[config.mk]
export PLATFORM = sky130hd
export DESIGN_NAME = wb_arbiter_flat
export DESIGN_NICKNAME = d
export VERILOG_FILES = /design/src/wb_pkg.sv /design/src/wb_if.sv /design/src/wb_arbiter.sv /design/src/flat_wrapper.sv
export SDC_FILE = /design/constraint.sdc
export NUM_CORES = 1
export LEC_CHECK = 0
export ABC_AREA = 1
export BUFFER_PORTS_ARGS = -buffer_cell sky130_fd_sc_hd__buf_2
export CORE_AREA = 3 3 122 124
export CTS_BUF_LIST = sky130_fd_sc_hd__clkbuf_8
export DETAILED_ROUTE_END_ITERATION = 8
export DIE_AREA = 0 0 125 127
export PLACE_DENSITY_LB_ADDON = 0.12
export SYNTH_ARGS = -nofsm -noshare
export SYNTH_HDL_FRONTEND = slang
export SYNTH_SLANG_ARGS = --single-unit
[constraint.sdc]
create_clock -name i_clk -period 1.57 [get_ports i_clk]
set_input_delay 0.314 -clock i_clk [delete_from_list [all_inputs] [get_ports i_clk]]
set_output_delay 0.314 -clock i_clk [all_outputs]
set_load 0.05 [all_outputs]
[src/wb_pkg.sv]
/*
 * Shared widths, address map and types for the Wishbone fabric.
 * Slave regions are 4 KB. Only address bits [15:12] pick a region,
 * so higher address bits alias. At most 16 slaves fit in the map.
 */

package wb_pkg;

    // ------------------------------------------------------------------
    // Bus widths
    // ------------------------------------------------------------------
    localparam int WB_DWIDTH = 32;
    localparam int WB_SWIDTH = 4;
    localparam int WB_AWIDTH = 32;

    // ------------------------------------------------------------------
    // Address map
    // ------------------------------------------------------------------
    // Lowest address bit of the region field
    localparam int SLAVE_REGION_LSB = 12;

    // Width of the region field, 16 regions at most
    localparam int SLAVE_REGION_BITS = 4;

    // ------------------------------------------------------------------
    // Types
    // ------------------------------------------------------------------
    typedef logic [WB_DWIDTH-1:0] wb_data_t;
    typedef logic [WB_SWIDTH-1:0] wb_sel_t;
    typedef logic [WB_AWIDTH-1:0] wb_addr_t;

    // Index of a slave, as taken from the region field
    typedef logic [SLAVE_REGION_BITS-1:0] slave_idx_t;

endpackage

[src/wb_if.sv]
/*
 * Classic Wishbone bus, 32-bit data with byte selects.
 * The master holds cyc, stb and the address until ack or err.
 */

`timescale 1ns/1ps

interface wb_if
    import wb_pkg::*;
();

    // Request side
    wb_addr_t adr;
    wb_sel_t  sel;
    logic     we;
    wb_data_t dat_w;
    logic     cyc;
    logic     stb;

    // Response side
    wb_data_t dat_r;
    logic     ack;
    logic     err;

    modport master (
        output adr,
        output sel,
        output we,
        output dat_w,
        output cyc,
        output stb,
        input  dat_r,
        input  ack,
        input  err
    );

    modport slave (
        input  adr,
        input  sel,
        input  we,
        input  dat_w,
        input  cyc,
        input  stb,
        output dat_r,
        output ack,
        output err
    );

endinterface

[src/wb_arbiter.sv]
/*
 * Two-master arbiter with a registered grant. From an idle bus m0 wins.
 * A granted master keeps the bus until it drops cyc, so a master that
 * needs several transfers in a row holds cyc across them.
 */

`timescale 1ns/1ps

module wb_arbiter
    import wb_pkg::*;
(
    input  logic     i_clk,
    input  logic     i_rst_n,

    // Master 0
    input  wb_addr_t i_m0_adr,
    input  wb_sel_t  i_m0_sel,
    input  logic     i_m0_we,
    input  wb_data_t i_m0_dat,
    input  logic     i_m0_cyc,
    input  logic     i_m0_stb,
    output wb_data_t o_m0_dat,
    output logic     o_m0_ack,
    output logic     o_m0_err,

    // Master 1
    input  wb_addr_t i_m1_adr,
    input  wb_sel_t  i_m1_sel,
    input  logic     i_m1_we,
    input  wb_data_t i_m1_dat,
    input  logic     i_m1_cyc,
    input  logic     i_m1_stb,
    output wb_data_t o_m1_dat,
    output logic     o_m1_ack,
    output logic     o_m1_err,

    // Shared bus
    wb_if.master     bus
);

    typedef enum logic [1:0] {
        GNT_NONE,
        GNT_M0,
        GNT_M1
    } grant_t;

    grant_t grant_q;
    grant_t grant_nxt;
    logic   gnt_m0;
    logic   gnt_m1;

    // ------------------------------------------------------------------
    // Grant FSM
    // ------------------------------------------------------------------
    always_comb begin
        grant_nxt = grant_q;
        if (!((grant_q == GNT_M0 && i_m0_cyc) || (grant_q == GNT_M1 && i_m1_cyc))) begin
            // Bus is free, m0 has priority
            if (i_m0_cyc) begin
                grant_nxt = GNT_M0;
            end else if (i_m1_cyc) begin
                grant_nxt = GNT_M1;
            end else begin
                grant_nxt = GNT_NONE;
            end
        end
    end

    always_ff @(posedge i_clk) begin
        if (!i_rst_n) begin
            grant_q <= GNT_NONE;
        end else begin
            grant_q <= grant_nxt;
        end
    end

    assign gnt_m0 = (grant_q == GNT_M0);
    assign gnt_m1 = (grant_q == GNT_M1);

    // ------------------------------------------------------------------
    // Request routing
    // ------------------------------------------------------------------
    assign bus.adr   = gnt_m1 ? i_m1_adr : i_m0_adr;
    assign bus.sel   = gnt_m1 ? i_m1_sel : i_m0_sel;
    assign bus.we    = gnt_m1 ? i_m1_we  : i_m0_we;
    assign bus.dat_w = gnt_m1 ? i_m1_dat : i_m0_dat;
    assign bus.cyc   = (gnt_m0 & i_m0_cyc) | (gnt_m1 & i_m1_cyc);
    assign bus.stb   = (gnt_m0 & i_m0_stb) | (gnt_m1 & i_m1_stb);

    // Responses go back to the granted master only
    assign o_m0_dat = gnt_m0 ? bus.dat_r : '0;
    assign o_m0_ack = gnt_m0 & bus.ack;
    assign o_m0_err = gnt_m0 & bus.err;
    assign o_m1_dat = gnt_m1 ? bus.dat_r : '0;
    assign o_m1_ack = gnt_m1 & bus.ack;
    assign o_m1_err = gnt_m1 & bus.err;

    // Grant is stable for as long as its owner holds cyc
    a_hold_m0: assert property (@(posedge i_clk) disable iff (!i_rst_n)
        (grant_q == GNT_M0 && i_m0_cyc) |=> (grant_q == GNT_M0));

    a_hold_m1: assert property (@(posedge i_clk) disable iff (!i_rst_n)
        (grant_q == GNT_M1 && i_m1_cyc) |=> (grant_q == GNT_M1));

endmodule

[src/flat_wrapper.sv]
// flat-port wrapper written by rule: the top's interface ports become plain ports
module wb_arbiter_flat import wb_pkg::*;
  (i_clk, i_rst_n, i_m0_adr, i_m0_sel, i_m0_we, i_m0_dat, i_m0_cyc, i_m0_stb, o_m0_dat, o_m0_ack, o_m0_err, i_m1_adr, i_m1_sel, i_m1_we, i_m1_dat, i_m1_cyc, i_m1_stb, o_m1_dat, o_m1_ack, o_m1_err, bus_adr, bus_sel, bus_we, bus_dat_w, bus_cyc, bus_stb, bus_dat_r, bus_ack, bus_err);
  wb_if bus_i ();
  input  logic i_clk;
  input  logic i_rst_n;
  input  wb_addr_t i_m0_adr;
  input  wb_sel_t i_m0_sel;
  input  logic i_m0_we;
  input  wb_data_t i_m0_dat;
  input  logic i_m0_cyc;
  input  logic i_m0_stb;
  output wb_data_t o_m0_dat;
  output logic o_m0_ack;
  output logic o_m0_err;
  input  wb_addr_t i_m1_adr;
  input  wb_sel_t i_m1_sel;
  input  logic i_m1_we;
  input  wb_data_t i_m1_dat;
  input  logic i_m1_cyc;
  input  logic i_m1_stb;
  output wb_data_t o_m1_dat;
  output logic o_m1_ack;
  output logic o_m1_err;
  output wire logic [$bits(bus_i.adr)-1:0] bus_adr;
  output wire logic [$bits(bus_i.sel)-1:0] bus_sel;
  output wire logic [$bits(bus_i.we)-1:0] bus_we;
  output wire logic [$bits(bus_i.dat_w)-1:0] bus_dat_w;
  output wire logic [$bits(bus_i.cyc)-1:0] bus_cyc;
  output wire logic [$bits(bus_i.stb)-1:0] bus_stb;
  input wire logic [$bits(bus_i.dat_r)-1:0] bus_dat_r;
  input wire logic [$bits(bus_i.ack)-1:0] bus_ack;
  input wire logic [$bits(bus_i.err)-1:0] bus_err;
  assign bus_adr = bus_i.adr;
  assign bus_sel = bus_i.sel;
  assign bus_we = bus_i.we;
  assign bus_dat_w = bus_i.dat_w;
  assign bus_cyc = bus_i.cyc;
  assign bus_stb = bus_i.stb;
  assign bus_i.dat_r = bus_dat_r;
  assign bus_i.ack = bus_ack;
  assign bus_i.err = bus_err;
  wb_arbiter u_core (.i_clk(i_clk), .i_rst_n(i_rst_n), .i_m0_adr(i_m0_adr), .i_m0_sel(i_m0_sel), .i_m0_we(i_m0_we), .i_m0_dat(i_m0_dat), .i_m0_cyc(i_m0_cyc), .i_m0_stb(i_m0_stb), .o_m0_dat(o_m0_dat), .o_m0_ack(o_m0_ack), .o_m0_err(o_m0_err), .i_m1_adr(i_m1_adr), .i_m1_sel(i_m1_sel), .i_m1_we(i_m1_we), .i_m1_dat(i_m1_dat), .i_m1_cyc(i_m1_cyc), .i_m1_stb(i_m1_stb), .o_m1_dat(o_m1_dat), .o_m1_ack(o_m1_ack), .o_m1_err(o_m1_err), .bus(bus_i));
endmodule
# Yosys cells after proc, flatten, opt, wreduce, memory -nomap -nowiden
# Index checks and enable logic that the tools add are counted.
[word_totals] out_inout_bits=139 elab_cells=24 reg_bits=2
[op_classes] eq_ne=2 reduce_logical=3 mux=8 n_bitwise=10
[ops] cell="$mux W32" count=4
[ops] cell="$and A1 B1 Y1" count=8
[ops] cell="$mux W2" count=2
[ops] cell="$mux W4" count=1
[ops] cell="$eq A2 B1 Y1 const B" count=1
[ops] cell="$eq A2 B2 Y1 const B" count=1
[ops] cell="$logic_and A1 B1 Y1" count=2
[ops] cell="$or A1 B1 Y1" count=2
[ops] cell="$logic_or A1 B1 Y1" count=1
[ops] cell="$mux W1" count=1

# Depth between registers and ports, before layout
[logic_depth] depth_word=3 depth_mapped=6 mapped_depth_nobuf=4

# Worst setup path after synthesis
# No wires, ideal clock.
[synth_timing] path_type="register to output" startpoint="register u_core.grant_q[0]" endpoint="output port o_m1_dat[10]" setup_slack_ps=-186 t_required_ps=1256 n_path_buf=2 stages_incl_launch_ff=6 t_arrival_ps=1442 cell_sequence="dfxtp_1 inv_1 nand2_2 buf_4 buf_2 nor2_1"
[synth_between] elab_chain_len=2
[synth_lines] item="start: declaration" line_no="wb_arbiter.sv:47" text="grant_t grant_q;"
[synth_lines] item="start signal: assignment" line_no="wb_arbiter.sv:73" text="grant_q <= grant_nxt;"
[synth_lines] item="$eq A2 B2 Y1" line_no="wb_arbiter.sv:78" text="assign gnt_m1 = (grant_q == GNT_M1);"
[synth_lines] item="$mux W32" line_no="wb_arbiter.sv:94" text="assign o_m1_dat = gnt_m1 ? bus.dat_r : '0;"
[synth_lines] item="end: declaration" line_no="flat_wrapper.sv:22" text="output wb_data_t o_m1_dat;"
# Every way passes these cells.

# Worst setup path in the final report
[layout_timing] startpoint="register u_core.grant_q[1]" endpoint="output port bus_adr[12]"
[layout_between] elab_chain_len=2
[layout_lines] item="$eq A2 B2 Y1" line_no="wb_arbiter.sv:78"
[layout_lines] item="$mux W32" line_no="wb_arbiter.sv:83" text="assign bus.adr = gnt_m1 ? i_m1_adr : i_m0_adr;"
[layout_lines] item="end: declaration" line_no="flat_wrapper.sv:25" text="output wire logic [$bits(bus_i.adr)-1:0] bus_adr;"
# Every way passes these cells.

==> results_dict.tcl <==
set metrics [dict create \
    reg_top3 "u_core.grant_q: 2 flops" \
    r2r_slack_ns 0.61 \
    top_register "u_core.grant_q" \
    path_clk_slew_ns 0.03 \
    period_minus_slack_ns 1.712 \
    clk_path_buf_depth 2 \
    ys_seq_area_share_pct 2.875 \
    antenna_found_initial 0 \
    min_to "u_core.grant_q[1]$_SDFFE_PN0N_" \
    overflow 0 \
    dr_wl_met3_um 860 \
    yosys_register_bits 2 \
    vias_per_cell 3.985 \
    cts_max_level 1 \
    hold_violations 0 \
    grt_max_degree 21 \
    drive_gt1_share_pct 80.47 \
    cts_buffers 3 \
    drc 0 \
    die-area_um2 15880 \
    vias 3451 \
    netlist_area_um2 1393 \
    ant_nets 0 \
    yosysTopAreaCell "nand2_1" \
    clkSinkCount 2 \
    max_clock_freq_mhz 584.1 \
    status "finished with violations" \
    cts_root_buf "clkbuf_8" \
    reg2reg_depth 4 \
    numPortBuffers 316 \
    post_drt_wl_per_cell_um 15.58 \
    vdd_drop_max_uv 242.9 \
    crit_fanout 7 \
    p_per_area_nw_per_um2 440.1 \
    met2_wirelength_um 7451 \
    min_path_cells 2 \
    synth.avg_cell_area_um2 3.979 \
    regToRegEndpoint "u_core.grant_q[1]$_SDFFE_PN0N_" \
    drt_pass1_iterations 4 \
    yosysUniqueCellTypes 11 \
    min_from "i_m0_cyc" \
    drt_wl_total_um 13500 \
    path_class "reg -> out" \
    die_h_um 127 \
    hold_class "in -> reg" \
    start_kind "flip-flop" \
    setup_viol 103 \
    nets 866 \
    grtUsageTotal_pct 14.28 \
    syn_nets 528 \
    drt-met1-wl_um 4916 \
    rsz0062_at_grt "true" \
    power_frac_seq_pct 2.3 \
    initial_core_util_pct 10.03 \
    dr.max_layer_used "met4" \
    maxCapViolCount 0 \
    clock_latency_ns 0.21 \
    cts_tree "built" \
    setup_ws_ns -0.1421 \
    tns_ns -9.223 \
    comb_power_share_pct 89.8 \
    ioPinCount 317 \
    p_leak_nw 3.270 \
    fp-row-count 43 \
    grt_first_pass_wirelength_um 18330 \
    core_area_um2 13880 \
    reg2reg_from "u_core.grant_q[1]$_SDFFE_PN0N_" \
    grt_pass1_vias 3465 \
    drt_iter0_markers 68 \
    power.share.switching_pct 55.06 \
    critPathArrivalTime_ns 1.40 \
    largest_reg_flops 2 \
    power_w 0.002542 \
    slew_violations 0 \
    syn_inst 350 \
    p_sw_w 0.001400 \
    fill_cells 1374 \
    worst_pin_slew_ns 0.1860 \
    skew_ns 0.0007727 \
    power_frac_clock_pct 8.0 \
    cp-end-kind "output pin" \
    gp_congestion 0.9349 \
    synth.area.top_cells "nand2_1 (58%), nor2_1 (18%), inv_1 (10%), buf_2 (6.1%), dfxtp_1 (2.9%)" \
    fin_util_pct 41.62 \
    max_slew_margin_pct 87.57 \
    yosys_warnings 0 \
    synth_top_area_share_pct 57.95 \
    dp_hpwl_um 8693 \
    antenna_cells 0 \
    finalCritPeriodShare_pct 109.1 \
    area_growth_pct 314.8 \
    worstPathRequired_ns 1.26 \
    die_w_um 125 \
    violations "negative setup slack" \
    p_int_w 0.001143 \
]
[critical path, stage by stage (launching register included)]
cell and delay [ns]:
dfxtp_4 0.35, inv_2 0.04, nor2_4 0.16, buf_6 0.17, buf_16 0.15, nand2_2 0.06
nand2_2 0.09, buf_6 0.16
[final cells by class]
class	count	area (um^2)	area share, %
Timing Repair Buffer	354	3413	59.09
Multi-Input combinational cell	288	1898	32.86
Tap cell	180	225.2	3.899
Inverter	39	153.9	2.664
Sequential cell	2	45.04	0.7797
Clock buffer	3	41.29	0.7147
[layer usage]
| layer | track usage [%] | vias up |
|---|---|---|
| met3 | 2.216 | 18 |
| li1 | - | 1680 |
| met4 | 3.380 | 0 |
| met5 | 0 | - |
| met2 | 28.00 | 170 |
| met1 | 16.10 | 1583 |
[power by group through the flow]
stage / registers (W) / clock network [W] / logic [W]
global route: 0.0000576 / 0.000209 / 0.00239
global placement: 0.0000579 / 0 / 0.00151
detailed placement: 0.0000581 / 0 / 0.00151
floorplan: 0.0000569 / 0 / 0.00101
CTS: 0.0000571 / 0.000211 / 0.00201
finish: 0.0000574 / 0.000203 / 0.00228
[metrics by stage]
step / cell area (um^2) / instances / setup slack, ns / hold slack, ns
floorplan: 1448 / 350 / -0.1858 / 0.4051
global placement: 3317 / 837 / -0.01926 / 0.5281
detailed placement: 3317 / 837 / -0.05460 / 0.5301
CTS: 4836 / 861 / -0.1428 / 0.3000
global route: 5777 / 866 / -0.1929 / 0.3387
finish: 5777 / 866 / -0.1421 / 0.3144
[synth_stat cells]
library cell,count
dfxtp_1,2
inv_2,2
nor2_1,68
nand2_2,1
buf_4,4
inv_1,37
buf_2,17
nand3_1,1
nor2_2,2
a21oi_1,1
nand2_1,215
[what timing repair did]
item                       4_1_cts  5_1_grt
cloned                          12        6
setup buffers                    9        0
pin swaps                        8       46
setup endpoints to repair      139      138
resized for setup              348      248
hold buffers                     0        0
[cell usage in the layout (no fill, tap or decap), drive strengths merged]
| cell type | n |
|---|---|
| clkbuf | 8 |
| a21oi | 1 |
| dfxtp | 2 |
| nor2 | 70 |
| nand3 | 1 |
| nand2 | 216 |
| inv | 39 |
| buf | 349 |
[cell families (layout without fill, tap and decap cells)]
logic type / after synthesis / after routing / share of synthesized area (%)
buffers and inverters: 60 / 396 / 18.78
AND/OR/NAND/NOR: 287 / 287 / 77.99
AO/OA/AOI/OAI: 1 / 1 / 0.3590
flip-flops: 2 / 2 / 2.875
[worst max path at each step]
stage	from	endpoint	depth (start not counted)
final	u_core.grant_q[1]$_SDFFE_PN0N_	bus_adr[12]	7
after global routing	u_core.grant_q[1]$_SDFFE_PN0N_	bus_adr[12]	7
after CTS	u_core.grant_q[1]$_SDFFE_PN0N_	bus_dat_w[21]	7
after detailed placement	u_core.grant_q[1]$_SDFFE_PN0N_	bus_dat_w[26]	6
after global placement	u_core.grant_q[1]$_SDFFE_PN0N_	bus_adr[11]	6
after floorplan	u_core.grant_q[0]$_SDFFE_PN0N_	o_m1_dat[10]	5
Power figures use the tool's default switching activity.
